<file path="src/rtl/rv_isa_pkg.sv">
package rv_isa_pkg;

	// instruction field positions
	localparam int unsigned OPCODE_W   = 7;
	localparam int unsigned FUNCT3_W   = 3;
	localparam int unsigned FUNCT7_W   = 7;
	localparam int unsigned RD_LSB     = 7;
	localparam int unsigned FUNCT3_LSB = 12;
	localparam int unsigned RS1_LSB    = 15;
	localparam int unsigned RS2_LSB    = 20;
	localparam int unsigned FUNCT7_LSB = 25;
	localparam int unsigned ALT_BIT    = 30; // picks SUB and SRA

	// accepted R-type funct7 values
	localparam logic [FUNCT7_W-1:0] FUNCT7_BASE = 7'b0000000;
	localparam logic [FUNCT7_W-1:0] FUNCT7_ALT  = 7'b0100000;

	// major opcodes kept by this core, anything else is illegal
	typedef enum logic [OPCODE_W-1:0] {
		OP_IMM = 7'b0010011, // register-immediate alu
		OP     = 7'b0110011, // register-register alu
		BRANCH = 7'b1100011,
		JAL    = 7'b1101111,
		JALR   = 7'b1100111,
		LUI    = 7'b0110111,
		AUIPC  = 7'b0010111
	} opcode_e;

	// funct3 of OP_IMM and OP
	typedef enum logic [FUNCT3_W-1:0] {
		ADD_SUB = 3'b000,
		SLL     = 3'b001,
		SLT     = 3'b010,
		SLTU    = 3'b011,
		XOR     = 3'b100,
		SR      = 3'b101, // srl or sra by bit 30
		OR      = 3'b110,
		AND     = 3'b111
	} alu_funct3_e;

	// funct3 of BRANCH, 010 and 011 are unused
	typedef enum logic [FUNCT3_W-1:0] {
		BEQ  = 3'b000,
		BNE  = 3'b001,
		BLT  = 3'b100,
		BGE  = 3'b101,
		BLTU = 3'b110,
		BGEU = 3'b111
	} branch_funct3_e;

endpackage

</file>
<file path="src/rtl/exec_pkg.sv">
package exec_pkg;

	localparam int unsigned XLEN       = 32; // data path width
	localparam int unsigned REG_ADDR_W = 5;
	localparam int unsigned ILEN       = 32; // instruction width
	localparam int unsigned INST_STEP  = 4;  // fall-through pc increment
	localparam int unsigned SHAMT_W    = 5;

	// operations of the integer alu
	typedef enum logic [3:0] {
		ALU_ADD,
		ALU_SUB,
		ALU_SLL,
		ALU_SLT,
		ALU_SLTU,
		ALU_XOR,
		ALU_SRL,
		ALU_SRA,
		ALU_OR,
		ALU_AND
	} alu_op_e;

	// how stage 2 forms write data and next pc
	typedef enum logic [1:0] {
		CTRL_ALU,    // write alu result, pc+4
		CTRL_BRANCH, // no write, conditional target
		CTRL_JAL,    // link, pc+imm
		CTRL_JALR    // link, rs1+imm
	} ctrl_e;

endpackage

</file>
<file path="src/rtl/int_alu.sv">
module int_alu (
	input  exec_pkg::alu_op_e            op_i,
	input  logic [exec_pkg::XLEN-1:0]    a_i,
	input  logic [exec_pkg::XLEN-1:0]    b_i,
	output logic [exec_pkg::XLEN-1:0]    result_o
);

	logic [exec_pkg::SHAMT_W-1:0] shamt;
	logic                         lt_s;
	logic                         lt_u;

	assign shamt = b_i[exec_pkg::SHAMT_W-1:0];
	assign lt_s  = $signed(a_i) < $signed(b_i);
	assign lt_u  = a_i < b_i;

	always_comb begin
		case (op_i)
			exec_pkg::ALU_ADD: begin
				result_o = a_i + b_i;
			end
			exec_pkg::ALU_SUB: begin
				result_o = a_i - b_i;
			end
			exec_pkg::ALU_SLL: begin
				result_o = a_i << shamt;
			end
			exec_pkg::ALU_SLT: begin
				result_o = {{(exec_pkg::XLEN-1){1'b0}}, lt_s};
			end
			exec_pkg::ALU_SLTU: begin
				result_o = {{(exec_pkg::XLEN-1){1'b0}}, lt_u};
			end
			exec_pkg::ALU_XOR: begin
				result_o = a_i ^ b_i;
			end
			exec_pkg::ALU_SRL: begin
				result_o = a_i >> shamt;
			end
			exec_pkg::ALU_SRA: begin
				result_o = $unsigned($signed(a_i) >>> shamt); // sign fills from the top
			end
			exec_pkg::ALU_OR: begin
				result_o = a_i | b_i;
			end
			exec_pkg::ALU_AND: begin
				result_o = a_i & b_i;
			end
			default: begin
				result_o = '0;
			end
		endcase
	end

endmodule

</file>
<file path="src/rtl/branch_unit.sv">
module branch_unit (
	input  exec_pkg::ctrl_e               ctrl_i,
	input  rv_isa_pkg::branch_funct3_e    cond_i,
	input  logic [exec_pkg::XLEN-1:0]     rs1_i,
	input  logic [exec_pkg::XLEN-1:0]     rs2_i,
	input  logic [exec_pkg::XLEN-1:0]     pc_i,
	input  logic [exec_pkg::XLEN-1:0]     imm_i,
	output logic                          redirect_o,
	output logic [exec_pkg::XLEN-1:0]     target_o
);

	logic                      eq;
	logic                      lt_s;
	logic                      lt_u;
	logic                      taken;
	logic [exec_pkg::XLEN-1:0] base;

	assign eq   = rs1_i == rs2_i;
	assign lt_s = $signed(rs1_i) < $signed(rs2_i);
	assign lt_u = rs1_i < rs2_i;

	always_comb begin
		case (cond_i)
			rv_isa_pkg::BEQ:  taken = eq;
			rv_isa_pkg::BNE:  taken = !eq;
			rv_isa_pkg::BLT:  taken = lt_s;
			rv_isa_pkg::BGE:  taken = !lt_s;
			rv_isa_pkg::BLTU: taken = lt_u;
			rv_isa_pkg::BGEU: taken = !lt_u;
			default:          taken = 1'b0;
		endcase
	end

	assign base     = (ctrl_i == exec_pkg::CTRL_JALR) ? rs1_i : pc_i; // jalr is register relative
	assign target_o = base + imm_i;

	assign redirect_o = (ctrl_i == exec_pkg::CTRL_JAL) ||
	                    (ctrl_i == exec_pkg::CTRL_JALR) ||
	                    (ctrl_i == exec_pkg::CTRL_BRANCH && taken);

endmodule

</file>
<file path="src/rtl/inst_decode.sv">
module inst_decode (
	input  logic                              clk_i,
	input  logic                              rst_n_i,
	input  logic                              valid_i,
	input  logic [exec_pkg::ILEN-1:0]         inst_i,
	input  logic [exec_pkg::XLEN-1:0]         pc_i,
	input  logic [exec_pkg::XLEN-1:0]         rs1_data_i,
	input  logic [exec_pkg::XLEN-1:0]         rs2_data_i,
	output logic                              dec_valid_o,
	output exec_pkg::ctrl_e                   dec_ctrl_o,
	output exec_pkg::alu_op_e                 dec_alu_op_o,
	output rv_isa_pkg::branch_funct3_e        dec_branch_cond_o,
	output logic [exec_pkg::XLEN-1:0]         dec_op_a_o,
	output logic [exec_pkg::XLEN-1:0]         dec_op_b_o,
	output logic [exec_pkg::XLEN-1:0]         dec_rs1_o,
	output logic [exec_pkg::XLEN-1:0]         dec_rs2_o,
	output logic [exec_pkg::XLEN-1:0]         dec_imm_o,
	output logic [exec_pkg::XLEN-1:0]         dec_pc_o,
	output logic [exec_pkg::REG_ADDR_W-1:0]   dec_rd_o,
	output logic                              dec_we_o,
	output logic                              dec_err_o
);

	rv_isa_pkg::opcode_e                opcode;
	logic [rv_isa_pkg::FUNCT3_W-1:0]    funct3;
	logic [rv_isa_pkg::FUNCT7_W-1:0]    funct7;
	logic [exec_pkg::REG_ADDR_W-1:0]    rd;
	logic                               alt;
	logic [exec_pkg::XLEN-1:0]          imm_i;
	logic [exec_pkg::XLEN-1:0]          imm_b;
	logic [exec_pkg::XLEN-1:0]          imm_u;
	logic [exec_pkg::XLEN-1:0]          imm_j;

	exec_pkg::ctrl_e                    ctrl;
	exec_pkg::alu_op_e                  alu_op;
	logic [exec_pkg::XLEN-1:0]          imm;
	logic [exec_pkg::XLEN-1:0]          op_a;
	logic [exec_pkg::XLEN-1:0]          op_b;
	logic                               legal;
	logic                               writes;

	// funct3 to alu op, shared by OP_IMM and OP
	function automatic exec_pkg::alu_op_e alu_map(
		input logic [rv_isa_pkg::FUNCT3_W-1:0] f3,
		input logic                            alt_bit,
		input logic                            sub_ok
	);
		exec_pkg::alu_op_e op;
		case (rv_isa_pkg::alu_funct3_e'(f3))
			rv_isa_pkg::ADD_SUB: op = (alt_bit && sub_ok) ? exec_pkg::ALU_SUB : exec_pkg::ALU_ADD;
			rv_isa_pkg::SLL:     op = exec_pkg::ALU_SLL;
			rv_isa_pkg::SLT:     op = exec_pkg::ALU_SLT;
			rv_isa_pkg::SLTU:    op = exec_pkg::ALU_SLTU;
			rv_isa_pkg::XOR:     op = exec_pkg::ALU_XOR;
			rv_isa_pkg::SR:      op = alt_bit ? exec_pkg::ALU_SRA : exec_pkg::ALU_SRL;
			rv_isa_pkg::OR:      op = exec_pkg::ALU_OR;
			default:             op = exec_pkg::ALU_AND;
		endcase
		return op;
	endfunction

	assign opcode = rv_isa_pkg::opcode_e'(inst_i[rv_isa_pkg::OPCODE_W-1:0]);
	assign rd     = inst_i[rv_isa_pkg::RD_LSB +: exec_pkg::REG_ADDR_W];
	assign funct3 = inst_i[rv_isa_pkg::FUNCT3_LSB +: rv_isa_pkg::FUNCT3_W];
	assign funct7 = inst_i[rv_isa_pkg::FUNCT7_LSB +: rv_isa_pkg::FUNCT7_W];
	assign alt    = inst_i[rv_isa_pkg::ALT_BIT];

	assign imm_i = {{20{inst_i[31]}}, inst_i[31:20]};
	assign imm_b = {{19{inst_i[31]}}, inst_i[31], inst_i[7], inst_i[30:25], inst_i[11:8], 1'b0};
	assign imm_u = {inst_i[31:12], 12'h000};
	assign imm_j = {{11{inst_i[31]}}, inst_i[31], inst_i[19:12], inst_i[20], inst_i[30:21], 1'b0};

	always_comb begin
		ctrl   = exec_pkg::CTRL_ALU;
		alu_op = exec_pkg::ALU_ADD;
		imm    = imm_i;
		op_a   = rs1_data_i;
		op_b   = rs2_data_i;
		legal  = 1'b1;
		writes = 1'b1;
		case (opcode)
			rv_isa_pkg::OP_IMM: begin
				op_b   = imm_i; // shifts only see the low bits
				alu_op = alu_map(funct3, alt, 1'b0);
			end
			rv_isa_pkg::OP: begin
				alu_op = alu_map(funct3, alt, 1'b1);
				if (funct7 != rv_isa_pkg::FUNCT7_BASE && funct7 != rv_isa_pkg::FUNCT7_ALT) begin
					legal = 1'b0; // M extension and others
				end
			end
			rv_isa_pkg::BRANCH: begin
				ctrl   = exec_pkg::CTRL_BRANCH;
				imm    = imm_b;
				writes = 1'b0;
				case (rv_isa_pkg::branch_funct3_e'(funct3))
					rv_isa_pkg::BEQ, rv_isa_pkg::BNE,
					rv_isa_pkg::BLT, rv_isa_pkg::BGE,
					rv_isa_pkg::BLTU, rv_isa_pkg::BGEU: legal = 1'b1;
					default: legal = 1'b0;
				endcase
			end
			rv_isa_pkg::JAL: begin
				ctrl = exec_pkg::CTRL_JAL;
				imm  = imm_j;
			end
			rv_isa_pkg::JALR: begin
				ctrl = exec_pkg::CTRL_JALR; // target bit 0 kept as is
			end
			rv_isa_pkg::LUI: begin
				imm  = imm_u;
				op_a = '0;
				op_b = imm_u;
			end
			rv_isa_pkg::AUIPC: begin
				imm  = imm_u;
				op_a = pc_i;
				op_b = imm_u;
			end
			default: begin
				legal  = 1'b0; // loads, stores, fence, system
				writes = 1'b0;
			end
		endcase
	end

	always_ff @(posedge clk_i or negedge rst_n_i) begin
		if (!rst_n_i) begin
			dec_valid_o       <= 1'b0;
			dec_we_o          <= 1'b0;
			dec_err_o         <= 1'b0;
			dec_ctrl_o        <= exec_pkg::CTRL_ALU;
			dec_alu_op_o      <= exec_pkg::ALU_ADD;
			dec_branch_cond_o <= rv_isa_pkg::BEQ;
			dec_op_a_o        <= '0;
			dec_op_b_o        <= '0;
			dec_rs1_o         <= '0;
			dec_rs2_o         <= '0;
			dec_imm_o         <= '0;
			dec_pc_o          <= '0;
			dec_rd_o          <= '0;
		end else begin
			dec_valid_o       <= valid_i;
			dec_we_o          <= valid_i && legal && writes; // rd = 0 still writes
			dec_err_o         <= valid_i && !legal;
			dec_ctrl_o        <= ctrl;
			dec_alu_op_o      <= alu_op;
			dec_branch_cond_o <= rv_isa_pkg::branch_funct3_e'(funct3);
			dec_op_a_o        <= op_a;
			dec_op_b_o        <= op_b;
			dec_rs1_o         <= rs1_data_i;
			dec_rs2_o         <= rs2_data_i;
			dec_imm_o         <= imm;
			dec_pc_o          <= pc_i;
			dec_rd_o          <= rd;
		end
	end

endmodule

</file>
<file path="src/rtl/exec_stage.sv">
module exec_stage (
	input  logic                              clk_i,
	input  logic                              rst_n_i,
	input  logic                              dec_valid_i,
	input  exec_pkg::ctrl_e                   dec_ctrl_i,
	input  exec_pkg::alu_op_e                 dec_alu_op_i,
	input  rv_isa_pkg::branch_funct3_e        dec_branch_cond_i,
	input  logic [exec_pkg::XLEN-1:0]         dec_op_a_i,
	input  logic [exec_pkg::XLEN-1:0]         dec_op_b_i,
	input  logic [exec_pkg::XLEN-1:0]         dec_rs1_i,
	input  logic [exec_pkg::XLEN-1:0]         dec_rs2_i,
	input  logic [exec_pkg::XLEN-1:0]         dec_imm_i,
	input  logic [exec_pkg::XLEN-1:0]         dec_pc_i,
	input  logic [exec_pkg::REG_ADDR_W-1:0]   dec_rd_i,
	input  logic                              dec_we_i,
	input  logic                              dec_err_i,
	output logic                              valid_o,
	output logic                              rd_we_o,
	output logic [exec_pkg::REG_ADDR_W-1:0]   rd_addr_o,
	output logic [exec_pkg::XLEN-1:0]         rd_wdata_o,
	output logic [exec_pkg::XLEN-1:0]         pc_next_o,
	output logic                              inst_err_o
);

	logic [exec_pkg::XLEN-1:0] alu_result;
	logic [exec_pkg::XLEN-1:0] target;
	logic                      redirect;
	logic [exec_pkg::XLEN-1:0] pc_seq;
	logic                      is_jump;
	logic [exec_pkg::XLEN-1:0] wdata;
	logic [exec_pkg::XLEN-1:0] pc_next;

	int_alu alu_i (
		.op_i     (dec_alu_op_i),
		.a_i      (dec_op_a_i),
		.b_i      (dec_op_b_i),
		.result_o (alu_result)
	);

	branch_unit bru_i (
		.ctrl_i     (dec_ctrl_i),
		.cond_i     (dec_branch_cond_i),
		.rs1_i      (dec_rs1_i),
		.rs2_i      (dec_rs2_i),
		.pc_i       (dec_pc_i),
		.imm_i      (dec_imm_i),
		.redirect_o (redirect),
		.target_o   (target)
	);

	assign pc_seq  = dec_pc_i + exec_pkg::XLEN'(exec_pkg::INST_STEP); // also the link address
	assign is_jump = (dec_ctrl_i == exec_pkg::CTRL_JAL) || (dec_ctrl_i == exec_pkg::CTRL_JALR);

	assign wdata   = dec_err_i ? '0 : (is_jump ? pc_seq : alu_result);
	assign pc_next = dec_err_i ? '0 : (redirect ? target : pc_seq); // illegal gives pc 0

	always_ff @(posedge clk_i or negedge rst_n_i) begin
		if (!rst_n_i) begin
			valid_o    <= 1'b0;
			rd_we_o    <= 1'b0;
			inst_err_o <= 1'b0;
			rd_addr_o  <= '0;
			rd_wdata_o <= '0;
			pc_next_o  <= '0;
		end else begin
			valid_o    <= dec_valid_i;
			rd_we_o    <= dec_we_i; // already qualified in decode
			inst_err_o <= dec_err_i;
			rd_addr_o  <= dec_rd_i;
			rd_wdata_o <= wdata;
			pc_next_o  <= pc_next;
		end
	end

endmodule

</file>
<file path="src/rtl/rv_exec_top.sv">
module rv_exec_top (
	input  logic                              clk_i,
	input  logic                              rst_n_i,
	input  logic                              valid_i,
	input  logic [exec_pkg::ILEN-1:0]         inst_i,
	input  logic [exec_pkg::XLEN-1:0]         pc_i,
	input  logic [exec_pkg::XLEN-1:0]         rs1_data_i,
	input  logic [exec_pkg::XLEN-1:0]         rs2_data_i,
	output logic                              valid_o,
	output logic                              rd_we_o,
	output logic [exec_pkg::REG_ADDR_W-1:0]   rd_addr_o,
	output logic [exec_pkg::XLEN-1:0]         rd_wdata_o,
	output logic [exec_pkg::XLEN-1:0]         pc_next_o,
	output logic                              inst_err_o
);

	// decode to execute, all registered in stage 1
	logic                              dec_valid;
	exec_pkg::ctrl_e                   dec_ctrl;
	exec_pkg::alu_op_e                 dec_alu_op;
	rv_isa_pkg::branch_funct3_e        dec_branch_cond;
	logic [exec_pkg::XLEN-1:0]         dec_op_a;
	logic [exec_pkg::XLEN-1:0]         dec_op_b;
	logic [exec_pkg::XLEN-1:0]         dec_rs1;
	logic [exec_pkg::XLEN-1:0]         dec_rs2;
	logic [exec_pkg::XLEN-1:0]         dec_imm;
	logic [exec_pkg::XLEN-1:0]         dec_pc;
	logic [exec_pkg::REG_ADDR_W-1:0]   dec_rd;
	logic                              dec_we;
	logic                              dec_err;

	inst_decode decode_i (
		.clk_i             (clk_i),
		.rst_n_i           (rst_n_i),
		.valid_i           (valid_i),
		.inst_i            (inst_i),
		.pc_i              (pc_i),
		.rs1_data_i        (rs1_data_i),
		.rs2_data_i        (rs2_data_i),
		.dec_valid_o       (dec_valid),
		.dec_ctrl_o        (dec_ctrl),
		.dec_alu_op_o      (dec_alu_op),
		.dec_branch_cond_o (dec_branch_cond),
		.dec_op_a_o        (dec_op_a),
		.dec_op_b_o        (dec_op_b),
		.dec_rs1_o         (dec_rs1),
		.dec_rs2_o         (dec_rs2),
		.dec_imm_o         (dec_imm),
		.dec_pc_o          (dec_pc),
		.dec_rd_o          (dec_rd),
		.dec_we_o          (dec_we),
		.dec_err_o         (dec_err)
	);

	exec_stage exec_i (
		.clk_i             (clk_i),
		.rst_n_i           (rst_n_i),
		.dec_valid_i       (dec_valid),
		.dec_ctrl_i        (dec_ctrl),
		.dec_alu_op_i      (dec_alu_op),
		.dec_branch_cond_i (dec_branch_cond),
		.dec_op_a_i        (dec_op_a),
		.dec_op_b_i        (dec_op_b),
		.dec_rs1_i         (dec_rs1),
		.dec_rs2_i         (dec_rs2),
		.dec_imm_i         (dec_imm),
		.dec_pc_i          (dec_pc),
		.dec_rd_i          (dec_rd),
		.dec_we_i          (dec_we),
		.dec_err_i         (dec_err),
		.valid_o           (valid_o),
		.rd_we_o           (rd_we_o),
		.rd_addr_o         (rd_addr_o),
		.rd_wdata_o        (rd_wdata_o),
		.pc_next_o         (pc_next_o),
		.inst_err_o        (inst_err_o)
	);

endmodule

</file>
<file path="config.mk">
export PLATFORM = sky130hd
export DESIGN_NAME = rv_exec_top
export DESIGN_NICKNAME = d
export VERILOG_FILES = /design/src/rtl/rv_isa_pkg.sv /design/src/rtl/exec_pkg.sv /design/src/rtl/int_alu.sv /design/src/rtl/branch_unit.sv /design/src/rtl/inst_decode.sv /design/src/rtl/exec_stage.sv /design/src/rtl/rv_exec_top.sv
export SDC_FILE = /design/constraint.sdc
export NUM_CORES = 1
export LEC_CHECK = 0
export BUFFER_PORTS_ARGS = -buffer_cell sky130_fd_sc_hd__buf_2
export CAP_MARGIN = 15
export CELL_PAD_IN_SITES_DETAIL_PLACEMENT = 2
export CELL_PAD_IN_SITES_GLOBAL_PLACEMENT = 2
export CORE_ASPECT_RATIO = 0.7
export CORE_MARGIN = 2
export CORE_UTILIZATION = 38
export DETAILED_ROUTE_END_ITERATION = 7
export PLACE_DENSITY = 0.84
export SLEW_MARGIN = 20
export SYNTH_ARGS = -nofsm -noshare
export SYNTH_HDL_FRONTEND = slang
export SYNTH_SLANG_ARGS = --single-unit
</file>
<file path="constraint.sdc">
create_clock -name clk_i -period 5.2 [get_ports clk_i]
set_input_delay 0.52 -clock clk_i [delete_from_list [all_inputs] [get_ports clk_i]]
set_output_delay 0.52 -clock clk_i [all_outputs]
set_load 0.02 [all_outputs]
</file>
==> impl_metrics.json, run 1 <==
{
  "p_comb_share_pct": 27.5,
  "leakage_nw": 11.0,
  "synthCells": 2335,
  "fin_cells": 3233,
  "tightest_slew_ns": 1.23,
  "worst-path-max-fanout": 33,
  "synth_common_cells": "281 x dfrtp_1, 201 x nand2_1, 199 x nor2_1, 168 x a21oi_1, 164 x ha_1",
  "skew_ns": 0.0249,
  "fin_crit_sh_pct": 91.1,
  "antenna_found_initial": 11,
  "drc_errors": 0,
  "drive_gt1_share_pct": 19.0,
  "cts_made_buffers": 30,
  "dp_hpwl_um": 78800,
  "final.setup.tns_ns": 0,
  "finalHoldViolations": 0,
  "fmax_mhz": 211,
  "yosysMostFrequentCell": "dfrtp_1",
  "rsz0062_at_grt": "false",
  "std_cell_rows": 72,
  "nets": 2764,
  "cts_sinks": 281,
  "critPathRequiredTime_ns": 5.68,
  "internal-power_mw": 4.44,
  "ys_warn_count": 0,
  "wl_um": 104000,
  "ys_seq_elements": 281,
  "wl_per_cell_um": 32.3,
  "grt_pass1_wl_um": 153000,
  "tritoncts": "built",
  "crit_arrival_ns": 5.22,
  "synth_top_area_share_pct": 33.0,
  "startpoint_type": "register",
  "status": "finished clean",
  "maxCapViolations": 0,
  "clk_pin_slew_ns": 0.07,
  "syn_nets": 2633,
  "dpl.cell_count": 3172,
  "finalSetupViolCount": 0,
  "p_per_area_nw_per_um2": 283,
  "grt_usage_pct": 35.5,
  "pwr-share-clk_pct": 36.3,
  "gp_congestion": 0.980,
  "finalCriticalPeriod_ns": 4.74,
  "port_buffers": 202,
  "async_flop_share_pct": 100,
  "via_per_inst": 6.47,
  "ant_nets": 0,
  "ios": 203,
  "core_um2": 55300,
  "fin_total_pwr_mw": 6.83,
  "fillers": 5948,
  "first_pass_iters": 5,
  "first_global_vias": 22222,
  "power_switching_share_pct": 35.0,
  "synth-edff-count": 0,
  "whs_ns": 0.0363,
  "mappedNetlistArea_um2": 21300,
  "hold_path_class": "primary input to register",
  "die_x_um": 287,
  "ir_worst_vdd_mv": 0.250,
  "clkLatencyLatePin_ns": 0.61,
  "die_area_um2": 58000,
  "slew_headroom_pct": 17.9,
  "yosys-top-cells-area": "dfrtp_1 33%, ha_1 9.6%, mux4_2 7.0%, a21oi_1 3.9%, nand2_1 3.5%",
  "synthFlopType": "dfrtp_1",
  "timing.critical_path.to_type": "register",
  "htree_levels": 1,
  "switching_power_mw": 2.39,
  "drt_iter0_drc": 2067,
  "avgSynthCellArea_um2": 9.12,
  "ys_types": 85,
  "start_util_pct": 38.5,
  "die_y_um": 202,
  "grt_max_degree": 128,
  "yosysTopAreaCell": "dfrtp_1",
  "syn2layout_area_growth_pct": 13.5,
  "final_util_pct": 43.7,
  "crit_type": "register to register",
  "grt.overflow.total": 0,
  "cts_max_path_buffers": 3,
  "drv_slew": 0,
  "vias": 20914,
  "clockRootBuffer": "clkbuf_16",
  "ys_seq_area_share_pct": 33.0,
  "seqPwrFrac_pct": 36.2
}
[stage by stage]
step	area, um2	worst slack (ns)
finish	24200	0.463
global route	24200	0.305
CTS	24100	0.256
detailed placement	23000	0.421
global placement	23000	0.602
floorplan	21300	1.38
[worst paths after layout]
kind                                        start                       end  slack, ns  cells past startpoint
max                        decode_i.dec_ctrl_o[0]      exec_i.pc_next_o[31]       0.46                     13
min                                    inst_i[11]      decode_i.dec_rd_o[4]       0.04                      1
max reg2reg                decode_i.dec_ctrl_o[0]      exec_i.pc_next_o[31]       0.46                     13
min reg2reg                     decode_i.dec_we_o            exec_i.rd_we_o       0.36                      0
max in group asynchronous                 rst_n_i    decode_i.dec_imm_o[18]       3.24                      4
min in group asynchronous                 rst_n_i  decode_i.dec_alu_op_o[3]       0.44                      2
[repair_timing]
item / CTS / global route
endpoints found under the hold margin: 0 / 53
endpoints found under the setup margin: 0 / 1
hold buffers: 0 / 1
resized for setup: 0 / 1
buffers inserted: 0 / 0
[final cells by class]
class	instances	area, um2	area share, %
timing repair buffer	246	1390	5.73
antenna	6	15.0	0.0621
tap	740	926	3.83
sequential	281	7040	29.1
inverter	153	574	2.38
clock buffer	40	890	3.68
multi-input combinational	1754	13100	54.3
clock inverter	13	214	0.885
[placed cells by master, fill, tap and decap left out, drive strengths merged, types with 23 or more instances in the layout]
cell type	count
a211oi	45
a21o	51
a21oi	168
a221o	30
a221oi	31
buf	245
clkbuf	40
dfrtp	281
ha	164
inv	155
mux2	59
mux2i	43
mux4	66
nand2	201
nand3	53
nand3b	39
nor2	199
nor3	50
o21ai	143
o21bai	23
xnor2	32
xor2	26
[state kept, by name, indices dropped and copies added, names as in the netlist, 2 cells and up]
register                    count
decode_i.dec_alu_op_o           4
decode_i.dec_branch_cond_o      3
decode_i.dec_ctrl_o             2
decode_i.dec_imm_o             32
decode_i.dec_op_a_o            32
decode_i.dec_op_b_o            32
decode_i.dec_pc_o              32
decode_i.dec_rd_o               5
decode_i.dec_rs1_o             32
decode_i.dec_rs2_o             32
exec_i.pc_next_o               32
exec_i.rd_addr_o                5
exec_i.rd_wdata_o              32
[power groups by stage]
stage                     Sequential, mW  Clock (mW)  Combinational, mW
after floorplan                     2.51           0               1.07
after global routing                2.49        2.57               2.00
after detailed placement            2.51           0               1.80
after CTS                           2.47        2.49               1.83
after global placement              2.50           0               1.73
final                               2.48        2.48               1.88
[per-layer routing]
metal / GRT usage, % / part of all wire (%)
met5: 0 / 0.065
met4: 10.9 / 3.3
met3: 6.14 / 8.5
met2: 54.8 / 45
met1: 50.8 / 43
[kinds of logic after synthesis]
family,count (synthesis),synth area share (%)
xor gates and xnor gates,58,2.38
buffers and inverters,300,5.70
DFF,281,33.0
AOI/OAI and AO/OA,673,21.5
and+or+nand+nor,688,15.4
muxes,168,12.1
adders and majority gates,167,9.91
[worst max-delay path: stages (launching register included)]
cell and delay (ns):
dfrtp_1 0.42, nand2_1 0.08, buf_4 0.45, mux2_2 0.40
ha_1 0.38, o21ai_0 0.19, o21ai_0 0.70, nand3_1 0.26
a311oi_2 0.59, o211ai_1 0.32, o221ai_1 0.30, a21oi_1 0.13
xnor2_1 0.14, a22o_1 0.23
(Power assumes the default switching activity.)
==> run 2: changes to the inputs <==
--- a/config.mk
+++ b/config.mk
@@ -14,6 +14,7 @@
 export CORE_UTILIZATION = 38
 export DETAILED_ROUTE_END_ITERATION = 7
 export PLACE_DENSITY = 0.84
+export RECOVER_POWER = 50
 export SLEW_MARGIN = 20
 export SYNTH_ARGS = -nofsm -noshare
 export SYNTH_HDL_FRONTEND = slang
==> impl_metrics.json, run 2 (synthesized netlist as in run 1, its figures left out) <==
{
  "status": "finished, violations left",
  "violations": "capacitance limit, slew limit",
  "ios": 203,
  "grt_max_degree": 128,
  "hold_path_class": "primary input to register",
  "rr_worst_depth": 13,
  "skew_ns": 0.0273,
  "rsz0062_at_grt": "false",
  "clk_pin_slew_ns": 0.07,
  "grt_usage_pct": 35.5,
  "ir_worst_vdd_mv": 0.248,
  "final.setup.tns_ns": 0,
  "p_per_area_nw_per_um2": 284,
  "layout_common_cells": "278 x dfrtp_1, 200 x nand2_1, 198 x nor2_1",
  "fin_crit_sh_pct": 91.1,
  "layout_commonest_cell": "dfrtp_1",
  "antenna_found_initial": 10,
  "dp_hpwl_um": 78800,
  "critPathRequiredTime_ns": 5.68,
  "first_global_vias": 22222,
  "first_pass_iters": 5,
  "grt_pass1_wl_um": 153000,
  "start_util_pct": 38.5,
  "drt_iter0_drc": 2128,
  "tritoncts": "built",
  "fmax_mhz": 211,
  "fillers": 6037,
  "std_cell_rows": 72,
  "syn2layout_area_growth_pct": 12.5,
  "critPathLaunch": "decode_i.dec_ctrl_o[0]",
  "cts_max_path_buffers": 3,
  "port_buffers": 202,
  "tightest_slew_ns": 3.28,
  "cts_setup_buffers": 0,
  "die_area_um2": 58000,
  "layout.area.seq_um2": 7040,
  "crit_chain": "nand2_1, buf_4, mux2_2, ha_1, o21ai_0, o21ai_0, nand3_1, a311oi_2, o211ai_1, o221ai_1, a21oi_1, xnor2_1, a22o_1",
  "leakage_nw": 10.5,
  "multi_input_area_um2": 13100,
  "endpoint": "exec_i.pc_next_o[31]",
  "timing.critical_path.to_type": "register",
  "worstHoldStart": "inst_i[11]",
  "whs_ns": 0.0449,
  "crit_arrival_ns": 5.21,
  "htree_levels": 1,
  "cts_made_buffers": 30,
  "slew_headroom_pct": -119,
  "wl_um": 104000,
  "ant_nets": 0,
  "worst-path-max-fanout": 33,
  "drc_errors": 0,
  "drv_slew": 92,
  "clkLatencyLatePin_ns": 0.61,
  "crit_path_frequent_cell": "o21ai_0",
  "via_per_inst": 6.47,
  "startpoint_type": "register",
  "maxCapViolations": 2,
  "finalCriticalPeriod_ns": 4.74,
  "gp_congestion": 0.980,
  "die_y_um": 202,
  "finalHoldViolations": 0,
  "nets": 2764,
  "max_stage_delay_ns": 0.71,
  "clockRootBuffer": "clkbuf_16",
  "vias": 20916,
  "reg2reg_from": "decode_i.dec_ctrl_o[0]",
  "r2r-end": "exec_i.pc_next_o[31]",
  "die_x_um": 287,
  "r2r_slack_ns": 0.46,
  "core_um2": 55300,
  "drive_gt1_share_pct": 12.8,
  "finalSetupViolCount": 0,
  "crit_slowest_cell": "o21ai_0",
  "cts_sinks": 281,
  "crit_type": "register to register",
  "wl_per_cell_um": 32.3,
  "grt.overflow.total": 0
}
run 2: cell count changes in the layout (fill, tap and decap cells not counted):
| cell | change |
|---|---|
| diode_2 | -1 |
| clkbuf_1 | +154 |
| buf_8 | -1 |
| buf_4 | -1 |
| buf_2 | -152 |
run 2: cell type report:
type	instances	area share (%)
Clock inverter	13	0.892
Sequential cell	281	29.4
Inverter	153	2.40
Tap cell	740	3.86
Multi-Input combinational cell	1754	54.8
Timing Repair Buffer	246	4.93
Antenna cell	5	0.0522
Clock buffer	40	3.71
run 2: worst min-delay path by stage:
stage,slack (ns),end,cells after the start
2_1_floorplan,0.22,decode_i.dec_alu_op_o[0],0
3_3_place_gp,0.33,exec_i.rd_addr_o[3],0
3_5_place_dp,0.34,exec_i.rd_addr_o[0],0
4_1_cts,0.03,decode_i.dec_rd_o[4],1
5_1_grt,0.03,decode_i.dec_rd_o[1],1
6_report,0.04,decode_i.dec_rd_o[4],1
run 2: power by group:
part	switching, mW	total [mW]	leakage, nW	internal, mW
clock	1.03	2.48	0.548	1.45
combinational	1.21	1.86	6.62	0.647
sequential	0.155	2.48	3.36	2.32
run 2: per-stage QoR:
stage / std cells / setup slack [ns] / power, mW / utilization [%] / cell area [um2]
global route: 3227 / 0.305 / 7.04 / 43.3 / 24000
CTS: 3225 / 0.256 / 6.79 / 43.6 / 24100
finish: 3232 / 0.463 / 6.82 / 43.3 / 24000
global placement: 3172 / 0.602 / 4.23 / 41.6 / 23000
floorplan: 2335 / 1.38 / 3.57 / - / 21300
detailed placement: 3172 / 0.421 / 4.31 / 41.6 / 23000
run 2: what timing repair did:
action,in CTS,in global routing
endpoints found under the setup margin,0,1
hold endpoints to repair,0,53
hold buffers,0,1
gates resized for setup,0,1
run 2: per-layer routing:
| layer | vias to the layer above | track usage [%] | wire, um |
|---|---|---|---|
| met5 | - | 0 | 65 |
| met4 | 8 | 10.9 | 3500 |
| met3 | 187 | 6.14 | 8660 |
| li1 | 8812 | - | - |
| met1 | 10894 | 50.8 | 45600 |
| met2 | 1015 | 54.8 | 46600 |
run 2: worst max-delay path: cells and delay by family (launching register included):
family / cells / cell delay (ns)
DFF: 1 / 0.42
AOI/OAI and AO/OA: 7 / 2.45
xor gates and xnor gates: 1 / 0.14
buffers and inverters: 1 / 0.44
and+or+nand+nor: 2 / 0.34
adders and majority gates: 1 / 0.38
muxes: 1 / 0.40
